### src/source/axil_pkg.sv
package axil_pkg;

    localparam int DATA_WIDTH = 64;
    localparam int STRB_WIDTH = DATA_WIDTH / 8;

    localparam logic [1:0] RESP_OKAY   = 2'b00;
    localparam logic [1:0] RESP_SLVERR = 2'b10;

    // Same data word seen whole or byte by byte
    typedef union packed {
        logic [DATA_WIDTH-1:0]      dword;
        logic [STRB_WIDTH-1:0][7:0] bytes;
    } axil_word_u;

endpackage

### src/source/mmio_map_pkg.sv
package mmio_map_pkg;

    localparam int ADDR_WIDTH = 32;

    // Region base addresses
    localparam logic [ADDR_WIDTH-1:0] RAM_BASE = 32'h8000_0000;
    localparam logic [ADDR_WIDTH-1:0] KBD_ADDR = 32'hA000_0060;
    localparam logic [ADDR_WIDTH-1:0] SWT_ADDR = 32'hA000_0070;
    localparam logic [ADDR_WIDTH-1:0] SEG_ADDR = 32'hA000_0080;
    localparam logic [ADDR_WIDTH-1:0] LED_ADDR = 32'hA000_0090;
    localparam logic [ADDR_WIDTH-1:0] RTC_ADDR = 32'hA000_0048;

    // Every peripheral owns one 8-byte window
    localparam logic [ADDR_WIDTH-1:0] PERI_LEN = 32'd8;

    localparam int KB_WIDTH  = 8;
    localparam int SWT_WIDTH = 8;
    localparam int SEG_WIDTH = 32;
    localparam int LED_WIDTH = 16;
    localparam int RTC_WIDTH = 64;

    typedef enum logic [2:0] {
        RAM  = 3'd0,
        KBD  = 3'd1,
        SWT  = 3'd2,
        SEG  = 3'd3,
        LED  = 3'd4,
        RTC  = 3'd5,
        NONE = 3'd6
    } region_e;

endpackage
### src/source/axil_slave_port.sv
`timescale 1ns/10ps

module axil_slave_port
    import mmio_map_pkg::*;
    import axil_pkg::*;
(
    input  logic                  clk,
    input  logic                  rst,
    input  logic                  awvalid,
    output logic                  awready,
    input  logic [ADDR_WIDTH-1:0] awaddr,
    input  logic                  wvalid,
    output logic                  wready,
    input  logic [DATA_WIDTH-1:0] wdata,
    input  logic [STRB_WIDTH-1:0] wstrb,
    output logic                  bvalid,
    input  logic                  bready,
    output logic [1:0]            bresp,
    input  logic                  arvalid,
    output logic                  arready,
    input  logic [ADDR_WIDTH-1:0] araddr,
    output logic                  rvalid,
    input  logic                  rready,
    output logic [DATA_WIDTH-1:0] rdata,
    output logic [1:0]            rresp,
    output logic                  req_valid,
    output logic                  req_write,
    output logic [ADDR_WIDTH-1:0] req_addr,
    output logic [DATA_WIDTH-1:0] req_wdata,
    output logic [STRB_WIDTH-1:0] req_wstrb,
    input  logic                  wr_err,
    input  logic                  rsp_valid,
    input  logic [DATA_WIDTH-1:0] rsp_data,
    input  logic                  rsp_err
);

    logic wr_go;
    logic rd_go;
    logic rd_inflight;

    // Write needs both channels and a free B slot; it beats a read
    assign wr_go = awvalid && wvalid && !bvalid;
    assign rd_go = arvalid && !rd_inflight && !rvalid && !wr_go;

    assign awready = wr_go;
    assign wready  = wr_go;
    assign arready = rd_go;

    assign req_valid = wr_go || rd_go;
    assign req_write = wr_go;
    assign req_addr  = wr_go ? awaddr : araddr;
    assign req_wdata = wdata;
    assign req_wstrb = wr_go ? wstrb : '0;

    always_ff @(posedge clk) begin
        if (rst) begin
            bvalid <= 1'b0;
        end else if (wr_go) begin
            bvalid <= 1'b1;
        end else if (bready) begin
            bvalid <= 1'b0;
        end
    end

    always_ff @(posedge clk) begin
        if (wr_go) begin
            bresp <= wr_err ? RESP_SLVERR : RESP_OKAY;
        end
    end

    // Read stays busy from AR accept until the collector answers
    always_ff @(posedge clk) begin
        if (rst) begin
            rd_inflight <= 1'b0;
            rvalid      <= 1'b0;
        end else begin
            if (rd_go) begin
                rd_inflight <= 1'b1;
            end else if (rsp_valid) begin
                rd_inflight <= 1'b0;
            end
            if (rsp_valid) begin
                rvalid <= 1'b1;
            end else if (rready) begin
                rvalid <= 1'b0;
            end
        end
    end

    always_ff @(posedge clk) begin
        if (rsp_valid) begin
            rdata <= rsp_data;
            rresp <= rsp_err ? RESP_SLVERR : RESP_OKAY;
        end
    end

    a_r_hold: assert property (
        @(posedge clk) disable iff (rst)
        rvalid && !rready |=> rvalid && $stable(rdata) && $stable(rresp)
    );

endmodule

### config.mk
export PLATFORM = sky130hd
export DESIGN_NAME = axil_slave_port
export DESIGN_NICKNAME = d
export VERILOG_FILES = /design/src/source/axil_pkg.sv /design/src/source/mmio_map_pkg.sv /design/src/source/axil_slave_port.sv
export SDC_FILE = /design/constraint.sdc
export NUM_CORES = 1
export LEC_CHECK = 0
export ABC_AREA = 1
export BUFFER_PORTS_ARGS = -buffer_cell sky130_fd_sc_hd__buf_2
export CORE_AREA = 2 2 151 153
export DETAILED_ROUTE_END_ITERATION = 8
export DIE_AREA = 0 0 153 155
export PLACE_DENSITY_LB_ADDON = 0.12
export SLEW_MARGIN = 10
export SYNTH_ARGS = -nofsm -noshare
export SYNTH_HDL_FRONTEND = slang
export SYNTH_SLANG_ARGS = --single-unit
### constraint.sdc
create_clock -name clk -period 1.7 [get_ports clk]
set_input_delay 0 -clock clk [delete_from_list [all_inputs] [get_ports clk]]
set_output_delay 0 -clock clk [all_outputs]
set_load 0.01 [all_outputs]
Word level (Yosys, flattened, before mapping)

Cells that the tools add are included.

Register bits: 71
Input port bits: 210
Output and inout bits: 179
Logic and storage cells: 29

Multiplexer cells: 10
Reduce and logical (&&, ||, !) cells: 13

Operators with widths:

| operator           | number |
|---|---|
| 32-bit two-way mux | 1 |
| 8-bit two-way mux  | 1 |
| 1-bit two-way mux  | 6 |
| 2-bit nonzero test | 3 |
| 1-bit logical AND  | 5 |
| 1-bit zero test    | 4 |
| 2-bit two-way mux  | 2 |
| 1-bit logical OR   | 1 |

Depth between registers and ports, before layout

Gate-level depths: netlist of run 1.

Depth after elaboration: 5
Gate-level depth with buffers: 5
Depth with buffers taken out: 5

Worst setup path after synthesis of run 1

Ideal clock, no wire load.

Path kind: register to register
Start: reg bvalid
End: reg bresp[1] (enable)
Library setup time: 0.296 ns
Arrival: 0.760 ns
Data required time: 1.404 ns
Setup slack: 0.644 ns
Cell stages (with the launch flop): 4
Buffers on the path: 1
Clock period less this slack: 1.056 ns
Cells stage by stage: dfxtp_1 > nand3b_4 > inv_4 > buf_8

Cells in the longest elaborated chain, start to end: 2

RTL lines:

| element                | RTL line              | source |
|---|---|---|
| start, declared        | axil_slave_port.sv:16 | `output logic bvalid,` |
| start signal, assigned | axil_slave_port.sv:57 | `bvalid <= 1'b0;` |
| start signal, assigned | axil_slave_port.sv:59 | `bvalid <= 1'b1;` |
| start signal, assigned | axil_slave_port.sv:61 | `bvalid <= 1'b0;` |
| 1-bit zero test        | axil_slave_port.sv:42 | `assign wr_go = awvalid && wvalid && !bvalid;` |
| 1-bit logical AND      | axil_slave_port.sv:42 |  |
| via awready            | axil_slave_port.sv:10 | `output logic awready,` |
| end signal, assigned   | axil_slave_port.sv:67 | `bresp <= wr_err ? RESP_SLVERR : RESP_OKAY;` |
| end, declared          | axil_slave_port.sv:18 | `output logic [1:0] bresp,` |

The timed path passes the listed nets, and every way through them passes these cells.
A chain may end at the register's enable or synchronous reset.

Final worst setup path of run 1

Start: reg bvalid
End: out req_addr[11]

Cells in the longest elaborated chain, start to end: 3

RTL lines:

| element            | RTL line              | source |
|---|---|---|
| 1-bit zero test    | axil_slave_port.sv:42 |  |
| 1-bit logical AND  | axil_slave_port.sv:42 |  |
| 32-bit two-way mux | axil_slave_port.sv:51 | `assign req_addr = wr_go ? awaddr : araddr;` |
| end, declared      | axil_slave_port.sv:28 | `output logic [ADDR_WIDTH-1:0] req_addr,` |

Every way passes these cells.

==> impl_metrics.tcl, run 1 <==
set metrics [dict create \
    status "completed" \
    slowest_stage "dfxtp_1" \
    vias_per_cell 3.42 \
    ctsHtreeMaxLevel 3 \
    synthSimpleGateAreaFrac_pct 14.1 \
    drtPass1Iterations 4 \
    cts.root.buffer_cell "clkbuf_16" \
    clockBufferDepth 2 \
    synth-xor-area-share_pct 0 \
    grt_start_max_net_pins 68 \
    switching_share_pct 24.4 \
    dieArea_mm2 0.0237 \
    whs_ns 0.0000190 \
    finalSetupTns_ns 0 \
    drc 0 \
    synthesis.area_mm2 0.00312 \
    die_x_um 153 \
    grt_overflow 0 \
    post_cts_buffers 0 \
    ant_nets 0 \
    area.sequential_mm2 0.00204 \
    min_from "wdata[49]" \
    diodes 0 \
    power_leakage_nw 2.56 \
    r2r_setup_slack_ns 0.57 \
    power_density_mw_per_mm2 899 \
    worstSetupEndpointType "output port" \
    n_fill_cell 2441 \
    grt_pass1_wl_mm 17.2 \
    wire_per_inst_um 14.7 \
    cpLargestDelayFamily "buffers and inverters" \
    nets 750 \
    cp_max_fo 43 \
    maxSlewViolCount 0 \
    clockPowerShare_pct 39.9 \
    vias 2837 \
    clock_sinks 69 \
    coreArea_mm2 0.0222 \
    min_to "req_wdata[49]" \
    cp_num_buf_inv 2 \
    insertion_delay_ns 0.33 \
    synth.distinct_cells 14 \
    die_h_um 155 \
    max_freq_mhz 657 \
    crit_type "reg2out" \
    num_io_pins 389 \
    final-hold-violation-count 0 \
    crit_path_start_kind "flip-flop" \
    path_common_cell "nand2_1" \
    period_minus_slack_ns 1.52 \
    drtIter0Drc 115 \
    synth_cells 274 \
    yosysWarnings 0 \
    rsz0062_at_grt "false" \
    seqPwrFrac_pct 43.4 \
    setup_violations 0 \
    multi_input_area_um2 463 \
    numCtsBuffers 9 \
    ys_ff_latch 69 \
    worst_r2r_endpoint "rd_inflight$_SDFFE_PP0P_" \
    synth_top_family_by_area "buffers and inverters" \
    layout-drive-gt1-share_pct 50.8 \
    grt_pass1_vias 2884 \
    row_count 55 \
    wirelength_mm 12.2 \
    io_buffer_count 258 \
    clock_skew_ns 0.00262 \
    crit_arrival_ns 1.52 \
    start_util_pct 14.0 \
    synthAdderAreaFrac_pct 0 \
    crit_chain "nand3b_4, buf_6, nand2_1, nand2_1, buf_2" \
    hold_path_class "in2out" \
    fin_util_pct 23.5 \
    combPwrFrac_pct 16.7 \
    syn_avg_cell_area_um2 11.4 \
    cts_tree "done" \
    synth_compound_area_share_pct 0.481 \
    power.internal_mw 3.55 \
    yosysSeqAreaShare_pct 65.4 \
    finalCritPeriodShare_pct 89.5 \
    worstRegToRegCells 4 \
    cp.required_ns 1.70 \
    r2r_start "bvalid$_SDFFE_PP0P_" \
    yosys-mux-area-fraction_pct 0 \
    path_clk_slew_ns 0.06 \
    gp_congestion 0.798 \
    irDropWorstVdd_mv 0.318 \
    grt_use_total_pct 9.78 \
    holdPathStages 0 \
    power.switching_mw 1.15 \
    dp_hpwl_mm 9.93 \
    cp_slowest_stage_delay_ns 0.36 \
    antenna_found_initial 2 \
    max_cap_violations 0 \
    area_growth_pct 67.4 \
]
==> flip-flops by register name, summed over array words and instances, names as in the netlist <==
| signal | cells |
|---|---|
| bresp | 1 |
| bvalid | 1 |
| rdata | 64 |
| rd_inflight | 1 |
| rvalid | 1 |
| rresp | 1 |
==> metrics by stage <==
step	instances	instance area (µm²)	total power, mW	setup slack, ns
2_1_floorplan	275	3120	2.48	0.644
5_1_grt	830	5220	4.93	0.0498
4_1_cts	830	5220	4.81	0.0125
3_3_place_gp	745	4230	2.74	0.456
6_report	830	5220	4.69	0.178
3_5_place_dp	745	4230	2.74	0.412
==> cell families after synthesis <==
| family | Yosys count |
|---|---|
| AND/OR/NAND/NOR | 113 |
| buffers and inverters | 88 |
| flip-flops | 69 |
| AO/OA/AOI/OAI | 3 |
| other | 1 |
==> cell usage after synthesis <==
| master | count | share of area [%] |
|---|---|---|
| buf_6 | 2 | 0.72 |
| edfxtp_1 | 66 | 64 |
| nor2_1 | 12 | 1.4 |
| a21oi_1 | 2 | 0.32 |
| nand2_1 | 100 | 12 |
| conb_1 | 1 | 0.12 |
| inv_1 | 12 | 1.4 |
| inv_4 | 1 | 0.20 |
| dfxtp_1 | 3 | 1.9 |
| buf_8 | 1 | 0.48 |
| buf_2 | 4 | 0.64 |
| o21ai_0 | 1 | 0.16 |
| buf_4 | 68 | 16 |
| nand3b_4 | 1 | 0.64 |
==> routing by layer <==
| metal | track usage, % | routed length [µm] | vias up |
|---|---|---|---|
| li1 | - | - | 1339 |
| met3 | 7.49 | 2090 | 15 |
| met5 | 0 | 27 | - |
| met4 | 3.57 | 206 | 4 |
| met2 | 16.4 | 5860 | 262 |
| met1 | 9.12 | 4020 | 1217 |
==> power by group through the flow <==
| stage | clock (mW) | combinational (mW) | sequential, mW |
|---|---|---|---|
| after floorplan | 0 | 0.326 | 2.15 |
| after global placement | 0 | 0.667 | 2.07 |
| after detailed placement | 0 | 0.666 | 2.08 |
| after CTS | 1.97 | 0.800 | 2.04 |
| after global routing | 2.02 | 0.862 | 2.05 |
| final | 1.87 | 0.783 | 2.04 |
==> worst max-delay path by stage <==
stage                                   start                 end  slack [ns]  cells after the start
after floorplan           bvalid$_SDFFE_PP0P_  bresp[1]$_DFFE_PP_        0.64                      3
after global placement    bvalid$_SDFFE_PP0P_        req_addr[11]        0.46                      5
after detailed placement  bvalid$_SDFFE_PP0P_        req_addr[11]        0.41                      5
after CTS                 bvalid$_SDFFE_PP0P_        req_addr[11]        0.01                      5
after global routing      bvalid$_SDFFE_PP0P_        req_addr[11]        0.05                      5
final                     bvalid$_SDFFE_PP0P_        req_addr[11]        0.18                      5
==> worst reg2reg max path: stages (launching register included) <==
cell and delay (ns):
dfxtp_1 0.36, nand3b_4 0.16, buf_6 0.29, nand2_1 0.13
a21oi_1 0.12
==> final cells by class <==
class                      count  area share [%]
clock inverter                 7            1.39
sequential                    69            39.1
clock buffer                   9            4.31
multi-input combinational    118            8.86
inverter                      13           0.982
timing repair buffer         329            38.5
tap                          285            6.83
==> what timing repair did <==
item                                    4_1_cts  5_1_grt
resized for setup                             0        1
hold endpoints to repair                     69        0
hold buffers                                 69        0
endpoints found under the setup margin        0       26
==> placed cells by master (no fill, tap or decap) <==
cell type	instances
bufinv_16	1
inv_1	12
inv_4	1
clkbuf_16	9
inv_6	2
a21oi_1	2
clkinv_4	1
o21ai_0	1
edfxtp_1	66
conb_1	2
buf_6	1
clkinvlp_4	1
clkinv_1	1
dlygate4sd3_1	69
dfxtp_1	3
buf_2	258
clkinv_2	1
nor2_1	12
buf_12	1
nand2_1	100
nand3b_4	1
Power figures use the tool's default switching activity.
==> run 2: changes to the inputs <==
Settings changed: CORE_AREA 2 2 151 153 to 2 2 153 155, CTS_BUF_LIST set to sky130_fd_sc_hd__clkbuf_2 sky130_fd_sc_hd__clkbuf_4 sky130_fd_sc_hd__clkbuf_8, DIE_AREA 0 0 153 155 to 0 0 155 157.
==> run 2 against run 1 <==
  * Clock power shrank 39%
  * Critical path depth is the same
  * Cell count grew 0.72%
  * Combinational power grew 2%
  * Hold slack is the same
  * Global-route usage shrank 0.84 points
  * Die area grew 2.6%
  * Register-to-register slack lost 0.02 ns
  * First-iteration DRC count shrank 15%
  * Critical path type unchanged
  * Largest cell class unchanged
  * Highest routed layer is now met4
==> impl_metrics.tcl, run 2 (same netlist as run 1, synthesis figures left out) <==
set metrics [dict create \
    maxSlewViolCount 0 \
    vias 2901 \
    drtPass1Iterations 4 \
    clockBufferDepth 2 \
    cts.root.buffer_cell "clkbuf_8" \
    max_freq_mhz 653 \
    wire_per_inst_um 13.6 \
    final_cell_mix "258 x buf_2, 100 x nand2_1, 69 x dlygate4sd3_1" \
    drtIter0Drc 98 \
    cp_num_buf_inv 2 \
    nets 756 \
    num_io_pins 389 \
    insertion_delay_ns 0.35 \
    layout_commonest_cell "buf_2" \
    cp_max_fo 11 \
    crit_arrival_ns 1.53 \
    ctsHtreeMaxLevel 3 \
    cts_tree "done" \
    coreArea_mm2 0.0225 \
    fin_ws_ns 0.168 \
    drc 0 \
    layout-drive-gt1-share_pct 50.8 \
    max_cap_violations 0 \
    clock_sinks 69 \
    cp.required_ns 1.70 \
    regMostFlops "rdata" \
    grt_pass1_wl_mm 16.3 \
    crit_type "reg2out" \
    start_util_pct 13.9 \
    worstSetupEndpointType "output port" \
    power_leakage_nw 2.52 \
    rsz0062_at_grt "false" \
    largest_reg_flops 64 \
    path_clk_slew_ns 0.09 \
    antenna_found_initial 0 \
    power_density_mw_per_mm2 775 \
    grt_overflow 0 \
    dp_hpwl_mm 8.54 \
    grt_pass1_vias 3012 \
    irDropWorstVdd_mv 0.297 \
    area_growth_pct 64.8 \
    clock_skew_ns 0.00255 \
    die_x_um 155 \
    setup_violations 0 \
    gp_congestion 0.779 \
    finalCritPeriodShare_pct 90.1 \
    slowest_stage "dfxtp_1" \
    row_count 55 \
    vias_per_cell 3.47 \
    grt_start_max_net_pins 68 \
    ant_nets 0 \
    path_common_cell "nand2_1" \
    diodes 0 \
    crit_path_start_kind "flip-flop" \
    crit_chain "nand3b_4, buf_4, nand2_1, nand2_1, buf_2" \
    hold_path_class "in2out" \
    io_buffer_count 258 \
    numCtsBuffers 9 \
    status "completed" \
    cp_slowest_stage_delay_ns 0.43 \
    period_minus_slack_ns 1.53 \
    final-hold-violation-count 0 \
    place_ws_ns 0.266 \
    dieArea_mm2 0.0243 \
    finalSetupTns_ns 0 \
    cpLargestDelayFamily "flip-flops" \
    die_h_um 157 \
    grt_use_total_pct 8.94 \
    wirelength_mm 11.4 \
]
-- run 2: final timing paths --
path                            startpoint                  endpoint  slack, ns  depth (start not counted)
hold reg to reg   rd_inflight$_SDFFE_PP0P_  rd_inflight$_SDFFE_PP0P_       0.49                          2
setup reg to reg       bvalid$_SDFFE_PP0P_        bresp[1]$_DFFE_PP_       0.55                          2
setup / recovery       bvalid$_SDFFE_PP0P_              req_addr[23]       0.17                          5
hold / removal                   wdata[25]             req_wdata[25]    0.00002                          0
-- run 2: power by group --
part	total, mW	internal (mW)	switching [mW]
logic	0.800	0.410	0.390
registers	2.04	2.01	0.0311
clock network	1.15	0.504	0.644
total	3.99	2.92	1.07
-- run 2: final cells by class --
class / count / area [µm²]
Clock inverter: 7 / 32.5
Sequential cell: 69 / 2040
Multi-Input combinational cell: 120 / 485
Timing Repair Buffer: 333 / 2040
Fill cell: 2475 / 17400
Tap cell: 285 / 357
Inverter: 13 / 61.3
Clock buffer: 9 / 124
-- run 2: metal layers --
metal  routed length, µm  GRT usage, %  vias up
li1                    -             -     1355
met1                3810          8.29     1275
met2                5460          15.1      258
met3                1880          6.47       13
met4                 201          3.44        0
met5                   0          1.04        -
-- run 2: repair_timing --
action | CTS | global route
hold endpoints to repair | 69 | 0
hold buffers | 69 | 0
setup endpoints to repair | 35 | 10
resized for setup | 3 | 0
gates cloned | 1 | 1
setup buffers | 0 | 3
pin swaps | 0 | 0
-- run 2: through the flow --
stage	cell area, µm²	hold slack, ns	power (mW)	util (%)	cells
floorplan	3120	0.0691	2.48	-	275
global placement	4240	0.0000686	2.75	18.8	746
detailed placement	4240	0.0000686	2.74	18.8	746
CTS	5110	0.0000686	4.09	22.7	832
global route	5140	0.0000525	4.24	22.8	836
finish	5140	0.0000190	3.99	22.8	836
-- run 2: worst reg2reg max path, stage by stage (launching register included) --
cell      delay [ns]
dfxtp_1         0.37
nand3b_4        0.29
inv_12          0.20
==> run 3: changes to the inputs <==
Settings changed: CAP_MARGIN set to 20, HOLD_SLACK_MARGIN set to 0.03.
==> run 3 against run 2 <==
  * Final area is 13% higher
  * Critical path depth fell by 1
  * Flip-flop and latch count unchanged
  * Critical path type is now reg2reg
  * First-iteration DRC count up 71%
  * Power rose by 4.6%
  * Core utilization is 2.9 points higher
  * Global-route usage rose by 0.48 points
  * Critical endpoint is now rd_inflight$_SDFFE_PP0P_
  * Cell count is 7.7% higher
  * Clock power hardly changed
  * Routed wire length rose by 8.8%
==> impl_metrics.tcl, run 3 (same netlist as run 1, synthesis figures left out) <==
set metrics [dict create \
    status "completed" \
    diodes 0 \
    place_area_mm2 0.00424 \
    drtIter0Drc 168 \
    hold_path_class "in2reg" \
    dieArea_mm2 0.0243 \
    drc 0 \
    layout_commonest_cell "buf_2" \
    vias 3105 \
    wirelength_mm 12.4 \
    met3_usage_pct 3.33 \
    power_density_mw_per_mm2 720 \
    maxSlewViolCount 0 \
    grt_overflow 0 \
    dp_hpwl_mm 8.54 \
    crit_path_start_kind "flip-flop" \
    worstSetupEndpointType "flip-flop" \
    grt_util_met2_pct 16.6 \
    largest_reg_flops 64 \
    finalCritPeriodShare_pct 91.4 \
    vias_per_cell 3.45 \
    clockBufferDepth 2 \
    power_leakage_nw 2.79 \
    max_cap_violations 0 \
    row_count 55 \
    final_cell_mix "258 x buf_2, 134 x dlygate4sd3_1, 100 x nand2_1" \
    ant_nets 0 \
    path_clk_slew_ns 0.09 \
    ctsHtreeMaxLevel 3 \
    final-hold-violation-count 0 \
    rsz0062_at_grt "false" \
    top_usage_layer "met2" \
    numCtsBuffers 9 \
    cp_max_fo 6 \
    finalSetupTns_ns 0 \
    grt_use_total_pct 9.42 \
    dp_cells 746 \
    grt_pass1_vias 3243 \
    start_util_pct 13.9 \
    finalPower_mw 4.17 \
    whs_ns 0.201 \
    insertion_delay_ns 0.35 \
    die_h_um 157 \
    clock_skew_ns 0.00550 \
    crit_type "reg2reg" \
    instances_no_fill 900 \
    cts_tree "done" \
    setup_violations 0 \
    met1_usage_pct 10.6 \
    num_io_pins 389 \
    area_growth_pct 85.4 \
    antenna_found_initial 0 \
    irDropWorstVdd_mv 0.300 \
    gp_congestion 0.779 \
    crit_arrival_ns 1.85 \
    cp.required_ns 2.00 \
    period_minus_slack_ns 1.55 \
    regMostFlops "rdata" \
    coreArea_mm2 0.0225 \
    grt_start_max_net_pins 68 \
    io_buffer_count 258 \
    r2r_setup_slack_ns 0.15 \
    cts.root.buffer_cell "clkbuf_8" \
    clock_sinks 69 \
    drtPass1Iterations 5 \
    die_x_um 155 \
    fin_area_mm2 0.00578 \
    max_freq_mhz 644 \
    nets 820 \
    wire_per_inst_um 13.7 \
    layout-drive-gt1-share_pct 45.4 \
    grt_pass1_wl_mm 17.5 \
]
==> run 3: final cells by class <==
| cell class | count | area (µm²) |
|---|---|---|
| fill | 2425 | 16700 |
| timing repair buffer | 397 | 2680 |
| sequential | 69 | 2040 |
| multi-input combinational | 120 | 485 |
| tap | 285 | 357 |
| clock buffer | 9 | 124 |
| inverter | 13 | 61.3 |
| clock inverter | 7 | 32.5 |
==> run 3: worst max-delay path, cell delays in order (launching register included) <==
cell and delay, ns:
dfxtp_1 0.43, nand3b_4 0.28, nand2_1 0.11, a21oi_1 0.12, dlygate4sd3_1 0.55
==> run 3: per-layer routing <==
layer / part of all wire (%) / vias up
met5: 0 / -
met3: 9.4 / 11
li1: - / 1483
met1: 37 / 1417
met2: 52 / 194
met4: 1.4 / 0
==> run 3: final timing paths <==
kind	startpoint	to	depth (start not counted)
worst max-delay path	bvalid$_SDFFE_PP0P_	rd_inflight$_SDFFE_PP0P_	4
worst min-delay path	rsp_valid	rdata[6]$_DFFE_PP_	2
worst max register to register	bvalid$_SDFFE_PP0P_	rd_inflight$_SDFFE_PP0P_	4
worst min register to register	bvalid$_SDFFE_PP0P_	bvalid$_SDFFE_PP0P_	2
==> run 3: timing repair <==
item                                   in CTS  in global routing
hold buffers                              134                  0
gates resized for setup                     3                  0
gates cloned                                1                  1
setup buffers                               0                  2
setup endpoints to repair                  35                 10
endpoints found under the hold margin     133                  0
==> run 3: stage by stage <==
stage | utilization [%] | setup WS (ns)
2_1_floorplan | - | 0.644
3_3_place_gp | 18.8 | 0.307
3_5_place_dp | 18.8 | 0.266
4_1_cts | 25.6 | 0.0375
5_1_grt | 25.7 | 0.00489
6_report | 25.7 | 0.147
==> run 3: report_power, final <==
part | switching, mW | total [mW] | internal (mW)
registers | 0.0312 | 2.04 | 2.01
clock network | 0.644 | 1.15 | 0.504
logic | 0.471 | 0.982 | 0.511
